--- src/core_pkg.sv ---
package core_pkg;

    ////////////////////
    // widths with a meaning
    ////////////////////

    typedef logic [31:0] xlen_t;     // data word or byte address
    typedef logic [31:0] inst_t;     // one instruction word
    typedef logic [4:0]  reg_idx_t;  // architectural register
    typedef logic [63:0] line_t;     // one memory line, two instructions
    typedef logic [3:0]  mem_tag_t;  // memory response / tag, 0 = nothing

    // memory bus command, loads only
    typedef enum logic [1:0] {
        BUS_NONE = 2'h0,
        BUS_LOAD = 2'h1
    } bus_command_e;

    // core status, sticky once nonzero
    typedef enum logic [1:0] {
        NO_ERROR      = 2'h0,
        HALTED_ON_WFI = 2'h1,
        ILLEGAL_INST  = 2'h2
    } error_status_e;

    typedef enum logic [1:0] {
        ALU_ADD  = 2'h0,
        ALU_SUB  = 2'h1,
        ALU_PASS = 2'h2  // result is operand b
    } alu_op_e;

    ////////////////////
    // decode constants
    ////////////////////

    localparam logic [6:0] OPC_OP_IMM = 7'b0010011;  // addi
    localparam logic [6:0] OPC_OP     = 7'b0110011;  // add, sub
    localparam logic [6:0] OPC_LUI    = 7'b0110111;

    localparam logic [2:0] F3_ADD = 3'b000;
    localparam logic [6:0] F7_ADD = 7'b0000000;
    localparam logic [6:0] F7_SUB = 7'b0100000;

    // the whole wfi word, matched exactly
    localparam inst_t WFI_INST = 32'h1050_0073;

endpackage

--- src/alu_stage.sv ---
`timescale 1ns/100ps

module alu_stage #(
    parameter  int ROB_DEPTH = 4,
    localparam int IW        = $clog2(ROB_DEPTH)
) (
    input  logic              clock,
    input  logic              rst_n,
    input  logic              issue,
    input  core_pkg::xlen_t   a,
    input  core_pkg::xlen_t   b,
    input  core_pkg::alu_op_e op,
    input  logic [IW-1:0]     idx,
    output logic              complete,
    output logic [IW-1:0]     complete_idx,
    output core_pkg::xlen_t   result
);
    import core_pkg::*;

    xlen_t alu_out;

    always_comb begin
        case (op)
            ALU_ADD: alu_out = a + b;
            ALU_SUB: alu_out = a - b;
            default: alu_out = b;      // lui passes the immediate
        endcase
    end

    ////////////////////
    // execute register
    ////////////////////

    always_ff @(posedge clock or negedge rst_n) begin
        if (!rst_n) begin
            complete <= 1'b0;
        end else begin
            complete <= issue;  // exactly one cycle after issue
        end
    end

    always_ff @(posedge clock) begin
        if (issue) begin
            complete_idx <= idx;
            result       <= alu_out;
        end
    end

endmodule

--- src/core_top.sv ---
`timescale 1ns/100ps

module core_top #(
    parameter  int IB_DEPTH  = 4,
    parameter  int ROB_DEPTH = 4,
    localparam int IW        = $clog2(ROB_DEPTH)
) (
    input  logic                    clock,
    input  logic                    rst_n,
    input  core_pkg::mem_tag_t      mem2proc_response,
    input  core_pkg::line_t         mem2proc_data,
    input  core_pkg::mem_tag_t      mem2proc_tag,
    output core_pkg::bus_command_e  proc2mem_command,
    output core_pkg::xlen_t         proc2mem_addr,
    output logic [3:0]              completed_insts,
    output core_pkg::error_status_e error_status,
    output logic                    commit_wr_en,
    output core_pkg::reg_idx_t      commit_wr_idx,
    output core_pkg::xlen_t         commit_wr_data,
    output core_pkg::xlen_t         commit_npc
);
    import core_pkg::*;

    ////////////////////
    // wires
    ////////////////////

    logic          ib_full;
    logic          ib_empty;
    logic          ib_pop;
    logic          fetch_push;
    inst_t         fetch_inst;
    xlen_t         fetch_npc;
    inst_t         ib_head_inst;
    xlen_t         ib_head_npc;
    reg_idx_t      rs1;
    reg_idx_t      rs2;
    xlen_t         rs1_data;
    xlen_t         rs2_data;
    logic          rob_full;
    logic [31:0]   pending;
    logic          halt;
    logic [IW-1:0] alloc_idx;
    logic          alloc;
    reg_idx_t      alloc_dest;
    logic          alloc_wr_en;
    xlen_t         alloc_npc;
    error_status_e alloc_error;
    logic          issue;
    xlen_t         issue_a;
    xlen_t         issue_b;
    alu_op_e       issue_op;
    logic [IW-1:0] issue_idx;
    logic          complete;
    logic [IW-1:0] complete_idx;
    xlen_t         result;
    logic          rf_wr_en;
    reg_idx_t      rf_wr_idx;
    xlen_t         rf_wr_data;

    fetch_unit fetch_unit_i (
        .clock    (clock),
        .rst_n    (rst_n),
        .full     (ib_full),
        .halt     (halt),
        .response (mem2proc_response),
        .tag      (mem2proc_tag),
        .data     (mem2proc_data),
        .command  (proc2mem_command),
        .addr     (proc2mem_addr),
        .push     (fetch_push),
        .inst     (fetch_inst),
        .npc      (fetch_npc)
    );

    // the landing line holds its slot until the count catches up
    inst_buffer #(.IB_DEPTH(IB_DEPTH)) inst_buffer_i (
        .clock     (clock),
        .rst_n     (rst_n),
        .push      (fetch_push),
        .inst      (fetch_inst),
        .npc       (fetch_npc),
        .pop       (ib_pop),
        .reserve   (fetch_push),
        .full      (ib_full),
        .empty     (ib_empty),
        .head_inst (ib_head_inst),
        .head_npc  (ib_head_npc)
    );

    reg_file reg_file_i (
        .clock    (clock),
        .rst_n    (rst_n),
        .rs1      (rs1),
        .rs2      (rs2),
        .rs1_data (rs1_data),
        .rs2_data (rs2_data),
        .wr_en    (rf_wr_en),
        .wr_idx   (rf_wr_idx),
        .wr_data  (rf_wr_data)
    );

    dispatch #(.ROB_DEPTH(ROB_DEPTH)) dispatch_i (
        .empty       (ib_empty),
        .head_inst   (ib_head_inst),
        .head_npc    (ib_head_npc),
        .rob_full    (rob_full),
        .pending     (pending),
        .halt        (halt),
        .alloc_idx   (alloc_idx),
        .rs1_data    (rs1_data),
        .rs2_data    (rs2_data),
        .pop         (ib_pop),
        .rs1         (rs1),
        .rs2         (rs2),
        .alloc       (alloc),
        .alloc_dest  (alloc_dest),
        .alloc_wr_en (alloc_wr_en),
        .alloc_npc   (alloc_npc),
        .alloc_error (alloc_error),
        .issue       (issue),
        .issue_a     (issue_a),
        .issue_b     (issue_b),
        .issue_op    (issue_op),
        .issue_idx   (issue_idx)
    );

    alu_stage #(.ROB_DEPTH(ROB_DEPTH)) alu_stage_i (
        .clock        (clock),
        .rst_n        (rst_n),
        .issue        (issue),
        .a            (issue_a),
        .b            (issue_b),
        .op           (issue_op),
        .idx          (issue_idx),
        .complete     (complete),
        .complete_idx (complete_idx),
        .result       (result)
    );

    rob #(.ROB_DEPTH(ROB_DEPTH)) rob_i (
        .clock           (clock),
        .rst_n           (rst_n),
        .alloc           (alloc),
        .alloc_dest      (alloc_dest),
        .alloc_wr_en     (alloc_wr_en),
        .alloc_npc       (alloc_npc),
        .alloc_error     (alloc_error),
        .complete        (complete),
        .complete_idx    (complete_idx),
        .result          (result),
        .full            (rob_full),
        .alloc_idx       (alloc_idx),
        .pending         (pending),
        .halt            (halt),
        .rf_wr_en        (rf_wr_en),
        .rf_wr_idx       (rf_wr_idx),
        .rf_wr_data      (rf_wr_data),
        .completed_insts (completed_insts),
        .error_status    (error_status),
        .commit_wr_en    (commit_wr_en),
        .commit_wr_idx   (commit_wr_idx),
        .commit_wr_data  (commit_wr_data),
        .commit_npc      (commit_npc)
    );

endmodule

--- src/dispatch.sv ---
`timescale 1ns/100ps

module dispatch #(
    parameter  int ROB_DEPTH = 4,
    localparam int IW        = $clog2(ROB_DEPTH)
) (
    input  logic                    empty,
    input  core_pkg::inst_t         head_inst,
    input  core_pkg::xlen_t         head_npc,
    input  logic                    rob_full,
    input  logic [31:0]             pending,     // dest of some live rob entry
    input  logic                    halt,
    input  logic [IW-1:0]           alloc_idx,
    input  core_pkg::xlen_t         rs1_data,
    input  core_pkg::xlen_t         rs2_data,
    output logic                    pop,
    output core_pkg::reg_idx_t      rs1,
    output core_pkg::reg_idx_t      rs2,
    output logic                    alloc,
    output core_pkg::reg_idx_t      alloc_dest,
    output logic                    alloc_wr_en,
    output core_pkg::xlen_t         alloc_npc,
    output core_pkg::error_status_e alloc_error,
    output logic                    issue,
    output core_pkg::xlen_t         issue_a,
    output core_pkg::xlen_t         issue_b,
    output core_pkg::alu_op_e       issue_op,
    output logic [IW-1:0]           issue_idx
);
    import core_pkg::*;

    logic [6:0] opcode;
    logic [2:0] funct3;
    logic [6:0] funct7;
    reg_idx_t   rd;
    xlen_t      imm_i;
    xlen_t      imm_u;
    logic       is_addi;
    logic       is_add;
    logic       is_sub;
    logic       is_lui;
    logic       is_wfi;
    logic       legal;      // goes to the alu
    logic       use_rs1;
    logic       use_rs2;
    logic       stall;
    logic       go;

    ////////////////////
    // decode
    ////////////////////

    assign opcode = head_inst[6:0];
    assign rd     = head_inst[11:7];
    assign funct3 = head_inst[14:12];
    assign rs1    = head_inst[19:15];
    assign rs2    = head_inst[24:20];
    assign funct7 = head_inst[31:25];

    assign imm_i = {{20{head_inst[31]}}, head_inst[31:20]};  // sign extended
    assign imm_u = {head_inst[31:12], 12'b0};

    assign is_addi = (opcode == OPC_OP_IMM) && (funct3 == F3_ADD);
    assign is_add  = (opcode == OPC_OP) && (funct3 == F3_ADD) && (funct7 == F7_ADD);
    assign is_sub  = (opcode == OPC_OP) && (funct3 == F3_ADD) && (funct7 == F7_SUB);
    assign is_lui  = (opcode == OPC_LUI);
    assign is_wfi  = (head_inst == WFI_INST);
    assign legal   = is_addi || is_add || is_sub || is_lui;

    assign use_rs1 = is_addi || is_add || is_sub;  // lui has no sources
    assign use_rs2 = is_add || is_sub;

    ////////////////////
    // issue rule
    ////////////////////

    // a pending source means its producer has not committed yet
    assign stall = (use_rs1 && pending[rs1]) || (use_rs2 && pending[rs2]);
    assign go    = !empty && !rob_full && !halt && !stall;

    assign pop   = go;
    assign alloc = go;
    assign issue = go && legal;  // wfi and illegal only take a rob entry

    assign alloc_dest  = rd;
    assign alloc_wr_en = legal && (rd != '0);   // x0 never written
    assign alloc_npc   = head_npc;
    assign alloc_error = legal ? NO_ERROR : (is_wfi ? HALTED_ON_WFI : ILLEGAL_INST);

    assign issue_a   = rs1_data;
    assign issue_b   = is_addi ? imm_i : (is_lui ? imm_u : rs2_data);
    assign issue_op  = is_sub ? ALU_SUB : (is_lui ? ALU_PASS : ALU_ADD);
    assign issue_idx = alloc_idx;  // result goes back to its own entry

endmodule

--- src/fetch_unit.sv ---
`timescale 1ns/100ps

module fetch_unit (
    input  logic                   clock,
    input  logic                   rst_n,
    input  logic                   full,      // buffer has no slot to spare
    input  logic                   halt,      // wfi or illegal has committed
    input  core_pkg::mem_tag_t     response,
    input  core_pkg::mem_tag_t     tag,
    input  core_pkg::line_t        data,
    output core_pkg::bus_command_e command,
    output core_pkg::xlen_t        addr,
    output logic                   push,
    output core_pkg::inst_t        inst,
    output core_pkg::xlen_t        npc
);
    import core_pkg::*;

    typedef enum logic [1:0] {
        IDLE,
        REQUEST,    // load on the bus, waiting for a nonzero response
        WAIT_DATA   // accepted, waiting for our tag to come back
    } fetch_state_e;

    fetch_state_e state;
    fetch_state_e state_nxt;
    xlen_t        pc;         // address of the instruction in flight
    mem_tag_t     saved_tag;
    logic         accept;
    logic         arrive;

    assign accept = (state == REQUEST) && (response != '0);
    assign arrive = (state == WAIT_DATA) && (tag == saved_tag);

    always_comb begin
        state_nxt = state;
        case (state)
            IDLE: begin
                if (!full && !halt) begin
                    state_nxt = REQUEST;
                end
            end
            REQUEST: begin
                if (accept) begin
                    state_nxt = WAIT_DATA;
                end
            end
            WAIT_DATA: begin
                // back to back when there is room, full already counts this line
                if (arrive) begin
                    state_nxt = (!full && !halt) ? REQUEST : IDLE;
                end
            end
            default: state_nxt = IDLE;
        endcase
    end

    always_ff @(posedge clock or negedge rst_n) begin
        if (!rst_n) begin
            state     <= IDLE;
            pc        <= '0;
            saved_tag <= '0;
        end else begin
            state <= state_nxt;
            if (accept) begin
                saved_tag <= response;  // response value is the tag of this load
            end
            if (arrive) begin
                pc <= pc + 32'd4;
            end
        end
    end

    assign command = (state == REQUEST) ? BUS_LOAD : BUS_NONE;
    assign addr    = pc;                                // held until accepted
    assign push    = arrive;
    assign inst    = pc[2] ? data[63:32] : data[31:0];  // pick half of the line
    assign npc     = pc + 32'd4;

    // memory may stall the request, the address must not move meanwhile
    a_addr_held : assert property (@(posedge clock) disable iff (!rst_n)
        (command == BUS_LOAD && response == '0) |=> (command == BUS_LOAD && $stable(addr)));

endmodule

--- src/inst_buffer.sv ---
`timescale 1ns/100ps

module inst_buffer #(
    parameter  int IB_DEPTH = 4,
    localparam int PW       = $clog2(IB_DEPTH)
) (
    input  logic            clock,
    input  logic            rst_n,
    input  logic            push,
    input  core_pkg::inst_t inst,
    input  core_pkg::xlen_t npc,
    input  logic            pop,
    input  logic            reserve,    // line landing from fetch, not yet counted
    output logic            full,
    output logic            empty,
    output core_pkg::inst_t head_inst,
    output core_pkg::xlen_t head_npc
);
    import core_pkg::*;

    inst_t         inst_q [IB_DEPTH];
    xlen_t         npc_q  [IB_DEPTH];
    logic [PW-1:0] rd_ptr;
    logic [PW-1:0] wr_ptr;
    logic [PW:0]   count;      // entries really held
    logic [PW:0]   claimed;    // held plus reserved

    assign claimed   = count + (PW+1)'(reserve);
    assign full      = claimed >= (PW+1)'(IB_DEPTH);
    assign empty     = (count == '0);
    assign head_inst = inst_q[rd_ptr];
    assign head_npc  = npc_q[rd_ptr];

    ////////////////////
    // storage
    ////////////////////

    always_ff @(posedge clock) begin
        if (push) begin
            inst_q[wr_ptr] <= inst;
            npc_q[wr_ptr]  <= npc;
        end
    end

    // pointers wrap on their own, depth is a power of two
    always_ff @(posedge clock or negedge rst_n) begin
        if (!rst_n) begin
            rd_ptr <= '0;
            wr_ptr <= '0;
            count  <= '0;
        end else begin
            if (push) begin
                wr_ptr <= wr_ptr + 1'b1;
            end
            if (pop) begin
                rd_ptr <= rd_ptr + 1'b1;
            end
            count <= count + (PW+1)'(push) - (PW+1)'(pop);
        end
    end

    // fetch only starts a load with a slot free
    a_no_overflow : assert property (@(posedge clock) disable iff (!rst_n)
        push |-> (count < (PW+1)'(IB_DEPTH)));

    a_no_underflow : assert property (@(posedge clock) disable iff (!rst_n)
        pop |-> !empty);

endmodule

--- src/reg_file.sv ---
`timescale 1ns/100ps

module reg_file (
    input  logic               clock,
    input  logic               rst_n,
    input  core_pkg::reg_idx_t rs1,
    input  core_pkg::reg_idx_t rs2,
    output core_pkg::xlen_t    rs1_data,
    output core_pkg::xlen_t    rs2_data,
    input  logic               wr_en,      // from commit
    input  core_pkg::reg_idx_t wr_idx,
    input  core_pkg::xlen_t    wr_data
);
    import core_pkg::*;

    xlen_t regs [32];

    // x0 reads zero whatever the array holds
    assign rs1_data = (rs1 == '0) ? '0 : regs[rs1];
    assign rs2_data = (rs2 == '0) ? '0 : regs[rs2];

    // every program starts from all-zero registers
    always_ff @(posedge clock or negedge rst_n) begin
        if (!rst_n) begin
            for (int i = 0; i < 32; i++) begin
                regs[i] <= '0;
            end
        end else if (wr_en && (wr_idx != '0)) begin
            regs[wr_idx] <= wr_data;
        end
    end

endmodule

--- src/rob.sv ---
`timescale 1ns/100ps

module rob #(
    parameter  int ROB_DEPTH = 4,
    localparam int IW        = $clog2(ROB_DEPTH)
) (
    input  logic                    clock,
    input  logic                    rst_n,
    input  logic                    alloc,
    input  core_pkg::reg_idx_t      alloc_dest,
    input  logic                    alloc_wr_en,
    input  core_pkg::xlen_t         alloc_npc,
    input  core_pkg::error_status_e alloc_error,
    input  logic                    complete,
    input  logic [IW-1:0]           complete_idx,
    input  core_pkg::xlen_t         result,
    output logic                    full,
    output logic [IW-1:0]           alloc_idx,
    output logic [31:0]             pending,
    output logic                    halt,
    output logic                    rf_wr_en,
    output core_pkg::reg_idx_t      rf_wr_idx,
    output core_pkg::xlen_t         rf_wr_data,
    output logic [3:0]              completed_insts,
    output core_pkg::error_status_e error_status,
    output logic                    commit_wr_en,
    output core_pkg::reg_idx_t      commit_wr_idx,
    output core_pkg::xlen_t         commit_wr_data,
    output core_pkg::xlen_t         commit_npc
);
    import core_pkg::*;

    typedef logic [IW-1:0] rob_idx_t;

    logic [ROB_DEPTH-1:0] ent_valid;
    logic [ROB_DEPTH-1:0] ent_done;
    logic [ROB_DEPTH-1:0] ent_wr_en;
    reg_idx_t             ent_dest  [ROB_DEPTH];
    xlen_t                ent_value [ROB_DEPTH];
    xlen_t                ent_npc   [ROB_DEPTH];
    error_status_e        ent_error [ROB_DEPTH];
    rob_idx_t             head;      // oldest entry
    rob_idx_t             tail;      // next free entry
    logic [IW:0]          count;
    logic                 commit;

    assign full      = (count == (IW+1)'(ROB_DEPTH));
    assign alloc_idx = tail;
    assign halt      = (error_status != NO_ERROR);

    // nothing retires past a halt
    assign commit     = ent_valid[head] && ent_done[head] && !halt;
    assign rf_wr_en   = commit && ent_wr_en[head];
    assign rf_wr_idx  = ent_dest[head];
    assign rf_wr_data = ent_value[head];

    always_comb begin
        pending = '0;
        for (int i = 0; i < ROB_DEPTH; i++) begin
            if (ent_valid[i] && ent_wr_en[i]) begin
                pending[ent_dest[i]] = 1'b1;
            end
        end
    end

    ////////////////////
    // control and status
    ////////////////////

    always_ff @(posedge clock or negedge rst_n) begin
        if (!rst_n) begin
            ent_valid       <= '0;
            ent_done        <= '0;
            head            <= '0;
            tail            <= '0;
            count           <= '0;
            completed_insts <= '0;
            commit_wr_en    <= 1'b0;
            error_status    <= NO_ERROR;
        end else begin
            if (alloc) begin
                ent_valid[tail] <= 1'b1;
                ent_done[tail]  <= (alloc_error != NO_ERROR);  // no alu work for these
                tail            <= tail + 1'b1;
            end
            if (complete) begin
                ent_done[complete_idx] <= 1'b1;
            end
            if (commit) begin
                ent_valid[head] <= 1'b0;
                head            <= head + 1'b1;
                if (ent_error[head] != NO_ERROR) begin
                    error_status <= ent_error[head];  // raises halt
                end
            end
            count           <= count + (IW+1)'(alloc) - (IW+1)'(commit);
            completed_insts <= {3'b000, commit};
            commit_wr_en    <= rf_wr_en;
        end
    end

    always_ff @(posedge clock) begin
        if (alloc) begin
            ent_dest[tail]  <= alloc_dest;
            ent_wr_en[tail] <= alloc_wr_en;
            ent_npc[tail]   <= alloc_npc;
            ent_error[tail] <= alloc_error;
            ent_value[tail] <= '0;
        end
        if (complete) begin
            ent_value[complete_idx] <= result;
        end
        if (commit) begin
            commit_wr_idx  <= ent_dest[head];
            commit_wr_data <= ent_value[head];
            commit_npc     <= ent_npc[head];
        end
    end

    a_no_alloc_full : assert property (@(posedge clock) disable iff (!rst_n)
        alloc |-> !full);

    // alu result must land in a live entry still waiting for it
    a_complete_live : assert property (@(posedge clock) disable iff (!rst_n)
        complete |-> (ent_valid[complete_idx] && !ent_done[complete_idx]));

endmodule

--- config.mk ---
export PLATFORM = sky130hd
export DESIGN_NAME = core_top
export DESIGN_NICKNAME = d
export VERILOG_FILES = /design/src/core_pkg.sv /design/src/alu_stage.sv /design/src/core_top.sv /design/src/dispatch.sv /design/src/fetch_unit.sv /design/src/inst_buffer.sv /design/src/reg_file.sv /design/src/rob.sv
export SDC_FILE = /design/constraint.sdc
export NUM_CORES = 2
export LEC_CHECK = 0
export BUFFER_PORTS_ARGS = -buffer_cell sky130_fd_sc_hd__buf_4
export CAP_MARGIN = 10
export CORE_UTILIZATION = 37
export DETAILED_ROUTE_END_ITERATION = 8
export PLACE_DENSITY = 0.64
export SLEW_MARGIN = 20
export SYNTH_ARGS = -nofsm -noshare
export SYNTH_HDL_FRONTEND = slang
export SYNTH_SLANG_ARGS = --single-unit
--- constraint.sdc ---
create_clock -name clock -period 9.1 [get_ports clock]
set_clock_uncertainty 0.05 [all_clocks]
set_input_delay 0.91 -clock clock [delete_from_list [all_inputs] [get_ports clock]]
set_output_delay 0.91 -clock clock [all_outputs]
set_load 0.02 [all_outputs]
# [Yosys cells after proc, flatten, opt, wreduce, memory -nomap -nowiden]
# Memories as Yosys holds them, arrays and structs flattened. A register that Yosys moved wholly into a read port is not among the register bits.
# Index checks and enable logic that the tools add are counted.
[op_classes] bitwise_logic=10 magnitude_cmp=21 muxes=65 n_eq_ne=13 n_addsub=11 n_reduce_logical=55
[op_table] op="1024-bit bitwise mux" count=1
[op_table] op="32-bit two-way mux" count=14
[op_table] op="32-bit binary-select mux with 5-bit select" count=2
[op_table] op="32-bit demux with 5-bit select" count=1
[op_table] op="32-bit OR" count=3
[op_table] op="32-bit one-hot mux with 2 select lines" count=1
[op_table] op="5-bit by 6-bit < comparator with 1-bit output (second input constant)" count=6
[op_table] op="32-bit by 3-bit adder with 32-bit output (second input constant)" count=1
[op_table] op="32-bit adder" count=1
[op_table] op="32-bit by 29-bit == test with 1-bit output (second input constant)" count=1
[op_table] op="32-bit subtractor" count=1
[op_table] op="1-bit logical AND" count=30
[op_table] op="7-bit by 6-bit == test with 1-bit output (second input constant)" count=3
[op_table] op="1-bit demux with 5-bit select" count=4
[op_table] op="5-bit by 1-bit >= comparator with 1-bit output (second input constant)" count=4
[op_table] op="1-bit two-way mux" count=20
[op_table] op="6-bit >= comparator (second input constant)" count=3
[op_table] op="5-bit inverter with 6-bit output" count=3
[op_table] op="4-bit two-way mux" count=4
[op_table] op="2-bit two-way mux" count=7
[op_table] op="1-bit binary-select mux with 5-bit select" count=2
[op_table] op="5-bit zero test" count=2
[op_table] op="5-bit nonzero test" count=2
[op_table] op="2-bit by 3-bit < comparator with 1-bit output (second input constant)" count=3
[op_table] op="other kinds (28)" count=56
[word_totals] inputBits=74 output_inout_bits=110 word_cells=233 register_bits=1164 n_memories=6 ram_bits=540
[memory_table] memory="inst_buffer_i.inst_q" depth=4 word_bits=32 read_ports=1 rd_clocked_by_memory_dff=0 wr=1 line="inst_buffer.sv:21" rtl="inst_t inst_q [IB_DEPTH];"
[memory_table] memory="inst_buffer_i.npc_q" depth=4 word_bits=32 read_ports=1 rd_clocked_by_memory_dff=0 wr=1 line="inst_buffer.sv:22" rtl="xlen_t npc_q [IB_DEPTH];"
[memory_table] memory="rob_i.ent_npc" depth=4 word_bits=32 read_ports=1 rd_clocked_by_memory_dff=1 wr=1 line="rob.sv:40" rtl="xlen_t ent_npc [ROB_DEPTH];"
[memory_table] memory="rob_i.ent_value" depth=4 word_bits=32 read_ports=1 rd_clocked_by_memory_dff=0 wr=2 line="rob.sv:39" rtl="xlen_t ent_value [ROB_DEPTH];"
[memory_table] memory="rob_i.ent_dest" depth=4 word_bits=5 read_ports=5 rd_clocked_by_memory_dff=0 wr=1 line="rob.sv:38" rtl="reg_idx_t ent_dest [ROB_DEPTH];"
[memory_table] memory="rob_i.ent_error" depth=4 word_bits=2 read_ports=1 rd_clocked_by_memory_dff=0 wr=1 line="rob.sv:41" rtl="error_status_e ent_error [ROB_DEPTH];"

# [Longest topological paths before layout]
# An unclocked memory read counts as a cell.
[depth] word_depth=21 depth_mapped=32 ltp_nobuf=26

# [Modules after synthesis]
# From an unflattened synthesis, not the netlist that was laid out.
[unflattened] hier_cells=5863 area_unflattened_um2=88556.2
[by_module_without_submodules] module="reg_file" n_inst=1 cells_each=3617 area_per_inst_um2=55036.5 seq_area_each_um2=25624.6
[by_module_without_submodules] module="rob" n_inst=1 cells_each=848 area_per_inst_um2=15411.0 seq_area_each_um2=11195.7
[by_module_without_submodules] module="inst_buffer" n_inst=1 cells_each=369 area_per_inst_um2=9626.7 seq_area_each_um2=7862.5
[by_module_without_submodules] module="alu_stage" n_inst=1 cells_each=489 area_per_inst_um2=3973.8 seq_area_each_um2=1046.0
[by_module_without_submodules] module="fetch_unit" n_inst=1 cells_each=276 area_per_inst_um2=2648.8 seq_area_each_um2=900.9
[by_module_without_submodules] module="dispatch" n_inst=1 cells_each=264 area_per_inst_um2=1859.3 seq_area_each_um2=0.0

# [Least setup slack after synthesis]
# No wires, ideal clock.
[synth_timing] path_type="flip-flop to flip-flop" from="reg inst_buffer_i.rd_ptr[0]" to="reg alu_stage_i.result[30] (data pin)" synth_period_minus_slack_ns=6.736 n_path_buf=9 path_slack_ns=2.364 path_stages_with_launch=29 arrival_ns=6.425 path_cell_list="dfrtp_1 buf_6 buf_8 buf_2 mux4_2 clkbuf_1 buf_1 clkbuf_1 clkbuf_1 buf_2 buf_1 mux4_2 mux2i_1 a211oi_1 o22ai_1 ha_1 fa_1 nor2b_1 o21ai_0 a21boi_0 o21a_1 o21ai_0 a21oi_1 o2111a_1 nor3_1 o41ai_1 a31o_2 nand3_1 o311a_1"
[synth_via] elab_chain_len=10
[synth_lines] item="from (decl)" line="inst_buffer.sv:23" rtl="logic [PW-1:0] rd_ptr;"
[synth_lines] item="from (signal assigned)" line="inst_buffer.sv:56" rtl="rd_ptr <= rd_ptr + 1'b1;"
[synth_lines] item="memory read 4 x 32 bit *"
[synth_lines] item="5-bit inverter with 6-bit output (not written as such)" line="reg_file.sv:20" rtl="assign rs2_data = (rs2 == '0) ? '0 : regs[rs2];"
[synth_lines] item="32-bit binary-select mux with 5-bit select" line="reg_file.sv:20"
[synth_lines] item="32-bit two-way mux (not written as such) (2 in series)" line="reg_file.sv:20"
[synth_lines] item="32-bit two-way mux" line="reg_file.sv:20"
[synth_lines] item="32-bit two-way mux (2 in series)" line="dispatch.sv:91" rtl="assign issue_b = is_addi ? imm_i : (is_lui ? imm_u : rs2_data);"
[synth_lines] item="32-bit subtractor / 32-bit adder (equally long branches)" line="alu_stage.sv:25, alu_stage.sv:24"
[synth_lines] item="32-bit one-hot mux with 2 select lines *" line="alu_stage.sv:23" rtl="case (op)"
[synth_lines] item="named net alu_stage_i.alu_out[30]" line="alu_stage.sv:20" rtl="xlen_t alu_out;"
[synth_lines] item="to (signal assigned)" line="alu_stage.sv:45" rtl="result <= alu_out;"
[synth_lines] item="to (decl)" line="alu_stage.sv:16" rtl="output core_pkg::xlen_t result"
# The timed path passes the listed nets; every way through them passes the cells marked *. The select of a mux whose other input is x is not followed.
# A chain may end at the register's enable or synchronous reset.

# [Worst setup path after layout]
[layout_timing] from="reg inst_buffer_i.rd_ptr[0]" to="reg alu_stage_i.result[31] (data pin)"
# The elaborated chain is that of the path after synthesis.

==> impl_metrics.env <==
export IMPL_startpoint="inst_buffer_i.rd_ptr[0]"
export IMPL_setup_violations_final=0
export IMPL_post_cts_setup_buffer_count=0
export IMPL_final_max_slew_viol_count=0
export IMPL_timing_final_hold_violations=0
export IMPL_synth_top_cells_by_area="dfrtp_1 32%, edfxtp_1 22%, mux4_2 13%, o21ai_0 6.5%, nand2_1 6.2%"
export IMPL_synth_edf_count=629
export IMPL_initial_utilization_pct=37.2
export IMPL_cp_end_kind="flop"
export IMPL_most_instantiated_flip_flop_cell_in_the_synthesis_netlist="dfrtp_1"
export IMPL_r2r_end="alu_stage_i.result[31]"
export IMPL_worst_endpoint_required_ps=9740
export IMPL_final_cells=10391
export IMPL_min_period_over_period_pct=91.6
export IMPL_die_h_um=481
export IMPL_p_seq_share_pct=33.1
export IMPL_post_dp_hpwl_um=172000
export IMPL_final_net_count=7362
export IMPL_tns_ps=0
export IMPL_max_freq_ghz=0.120
export IMPL_initialDrtViolationCount=6819
export IMPL_sw_frac_of_total_pct=41.9
export IMPL_grt_antenna_before_repair=11
export IMPL_mappedNetlistArea_mm2=0.0847
export IMPL_clk_path_buf_depth=3
export IMPL_drt_total_wl_um=281000
export IMPL_use_met3_pct=5.36
export IMPL_netlist_top_cell_by_area="dfrtp_1"
export IMPL_critical_path_buf_inv_count=1
export IMPL_ir_worst_vdd_mv=0.222
export IMPL_cp_max_fo=38
export IMPL_r2r_start="inst_buffer_i.rd_ptr[0]"
export IMPL_die_w_um=481
export IMPL_power_share_combinational_pct=44.1
export IMPL_dp_worst_setup_slack_ps=939
export IMPL_power_share_clock_pct=22.8
export IMPL_critPathMaxStageDelay_ps=1040
export IMPL_groute_layer_met2_usage_pct=36.8
export IMPL_min_delay_start="mem2proc_response[2]"
export IMPL_commonest_cells_in_the_netlist="1392 x nand2_1, 1100 x o21ai_0, 1087 x dfrtp_1"
export IMPL_critical_path_slowest_cell="mux4_4"
export IMPL_place_congestion=0.982
export IMPL_routed_wire_length_per_instance_um=27.0
export IMPL_cts_htree_levels=4
export IMPL_die_area_mm2=0.231
export IMPL_detailroute_via_count=61681
export IMPL_ys_ff_latch=1716
export IMPL_cts_reportedPaths_clkPinSlew_ps=70
export IMPL_maxSlewHeadroom_pct=19.5
export IMPL_n_fill_cell=20918
export IMPL_numPortBuffers=175
export IMPL_kind_of_start_point_of_the_critical_path="flop"
export IMPL_vias_per_cell=5.94
export IMPL_total_leakage_power_uw=0.0380
export IMPL_start_to_end_type_of_the_worst_setup_path="reg -> reg"
export IMPL_route_detailed_drc=0
export IMPL_internal_power_uw=18800
export IMPL_p_switching_uw=13500
export IMPL_final_layout_size_suffix_gt1_share_pct=18.4
export IMPL_cp_data_arrival_time_ps=8980
export IMPL_grt_use_total_pct=24.1
export IMPL_crit_path_frequent_cell="nand2_1"
export IMPL_worst_r2r_path_depth=25
export IMPL_clock_sink_count=1716
export IMPL_finalCriticalPeriod_ps=8340
export IMPL_via_count_of_the_first_global_routing_pass=60508
export IMPL_clkLatencyLatePin_ps=880
export IMPL_num_io_pins=184
export IMPL_synthToLayoutAreaGrowth_pct=12.7
export IMPL_drt_pass1_iter_count=7
export IMPL_wire_length_of_the_first_global_routing_pass_um=412000
export IMPL_worst_r2r_setup_slack_ps=760
export IMPL_synth_distinct_cells=92
export IMPL_syn_mean_instance_area_um2=11.6
export IMPL_min_path_type="in -> reg"
export IMPL_cts_made_buffers=177
export IMPL_min_path_cells=3
export IMPL_cell_depth_of_the_worst_setup_path=25
export IMPL_clock_tree_from_tritoncts="done"
export IMPL_synth_seq_area_share_pct=54.4
export IMPL_use_met1_pct=32.7
export IMPL_share_of_synthesized_flip_flops_with_an_asynchronous_set_or_reset_pct=63.3
export IMPL_ant_nets=0
export IMPL_syn_instance_count=7309
export IMPL_ys_warnings_count=0
export IMPL_cp_top_family="simple AND/OR/NAND/NOR gates"
export IMPL_cts_root_buffer="clkbuf_16"
export IMPL_power_density_cell_area_mw_per_mm2=339
export IMPL_outcome="complete, no violations"
export IMPL_placed_cells=10064
export IMPL_layer_carrying_the_most_global_route_usage="met2"
export IMPL_final_global_route_overflow_total=0
export IMPL_yosys_area_top_type_share_pct=32.1
export IMPL_grt_start_max_net_pins=176
export IMPL_core_area_mm2=0.227
export IMPL_count_of_standard_cell_rows=175
export IMPL_worst_slew_pin_transition_ps=1210
export IMPL_grt_setup_unrepaired="no"
export IMPL_timing_final_ws_setup_ps=761
export IMPL_yosys_cell_count_top_type="nand2_1"
export IMPL_critical_path_endpoint="alu_stage_i.result[31]"
export IMPL_drv_cap=0
-- layer usage --
| metal | up-vias | share of wire (%) | wire, um |
|---|---|---|---|
| li1 | 26465 | - | - |
| met1 | 31361 | 41 | 115000 |
| met2 | 3136 | 45 | 126000 |
| met3 | 699 | 9.2 | 25800 |
| met4 | 20 | 5.0 | 14000 |
| met5 | - | 0.052 | 146 |
-- worst min-delay path, delay by kind of cell --
| kind | cells | cell delay, ps |
|---|---|---|
| buffers and inverters | 1 | 90 |
| and+or+nand+nor | 2 | 90 |
-- stage by stage --
| step | util, % | hold slack [ps] | instance area [um^2] | total power [uW] |
|---|---|---|---|---|
| CTS | 42.0 | 177 | 95500 | 32200 |
| detailed placement | 39.4 | 311 | 89600 | 24800 |
| global route | 42.0 | 213 | 95500 | 33600 |
| global placement | 39.4 | 311 | 89500 | 24600 |
| finish | 42.0 | 230 | 95500 | 32300 |
| floorplan | - | 372 | 84800 | 19400 |
-- what timing repair did --
| action | in CTS | in global routing |
|---|---|---|
| hold buffers | 1 | 0 |
| setup endpoints to repair | 0 | 0 |
| hold endpoints to repair | 11 | 0 |
| gates resized for setup | 0 | 0 |
-- registers in the layout, summed over array words and instances (netlist names), 20 cells and up --
name                  count
rob_i.ent_value         128
inst_buffer_i.inst_q    128
rob_i.ent_npc           120
alu_stage_i.result       32
reg_file_i.regs        1024
rob_i.ent_dest           20
rob_i.commit_wr_data     32
inst_buffer_i.npc_q     120
rob_i.commit_npc         30
fetch_unit_i.addr        30
-- power groups by stage --
stage | Combinational [uW] | Clock (uW) | Sequential (uW)
finish | 14300 | 7370 | 10700
global route | 15000 | 7760 | 10900
CTS | 14000 | 7460 | 10700
detailed placement | 14000 | 0 | 10800
global placement | 13900 | 0 | 10700
floorplan | 8950 | 0 | 10400
-- worst min path at each step --
stage	end	slack, ps
6_report	fetch_unit_i.saved_tag[2]	230
5_1_grt	fetch_unit_i.saved_tag[2]	210
4_1_cts	fetch_unit_i.saved_tag[2]	180
3_5_place_dp	reg_file_i.regs[1023]	310
3_3_place_gp	reg_file_i.regs[1017]	310
2_1_floorplan	reg_file_i.regs[1023]	370
-- cell type report --
| type | count | area, um^2 | share of cell area, % |
|---|---|---|---|
| tap | 3009 | 3760 | 3.94 |
| clock inverter | 82 | 993 | 1.04 |
| clock buffer | 243 | 4900 | 5.13 |
| inverter | 68 | 256 | 0.269 |
| timing repair buffer | 391 | 3260 | 3.41 |
| antenna | 1 | 2.50 | 0.00262 |
| sequential | 1716 | 46100 | 48.3 |
| multi-input combinational | 4881 | 36200 | 37.9 |
-- layout by cell type, fill, tap and decap left out, types with 15 or more instances in the layout --
cell	Yosys	layout
buf_4	16	364
a31oi_1	34	34
o21ai_2	0	26
clkbuf_1	481	44
a21oi_1	131	131
clkinv_2	0	39
clkbuf_8	0	20
o22ai_1	69	69
a211oi_1	147	147
nand3_1	63	63
a22oi_1	24	24
nor2b_1	103	98
edfxtp_1	629	629
mux4_2	471	464
ha_1	51	51
o21ai_0	1100	1067
mux2i_1	309	307
xnor2_1	75	75
nand4_1	23	23
xor2_1	47	47
nand3b_1	19	19
buf_12	0	25
nor3_1	43	42
and3_1	33	29
nor2_1	177	172
inv_1	67	66
nand2_1	1392	1360
clkbuf_16	0	178
o211ai_1	15	15
mux2_2	95	95
a311oi_1	27	27
and2_1	157	156
dfrtp_1	1087	1082
a221oi_1	15	15
nand2_2	0	25
-- kinds of logic after synthesis --
kind of cell	after synthesis	synth area share (%)
AO/OA/AOI/OAI	1688	11.4
AND/OR/NAND/NOR	2130	11.2
XOR/XNOR	122	1.26
flip-flops	1716	54.4
buffers and inverters	719	3.45
other	1	0.00443
multiplexers	880	17.5
adder cells (fa/ha/maj)	53	0.800
(Power assumes the default switching activity.)
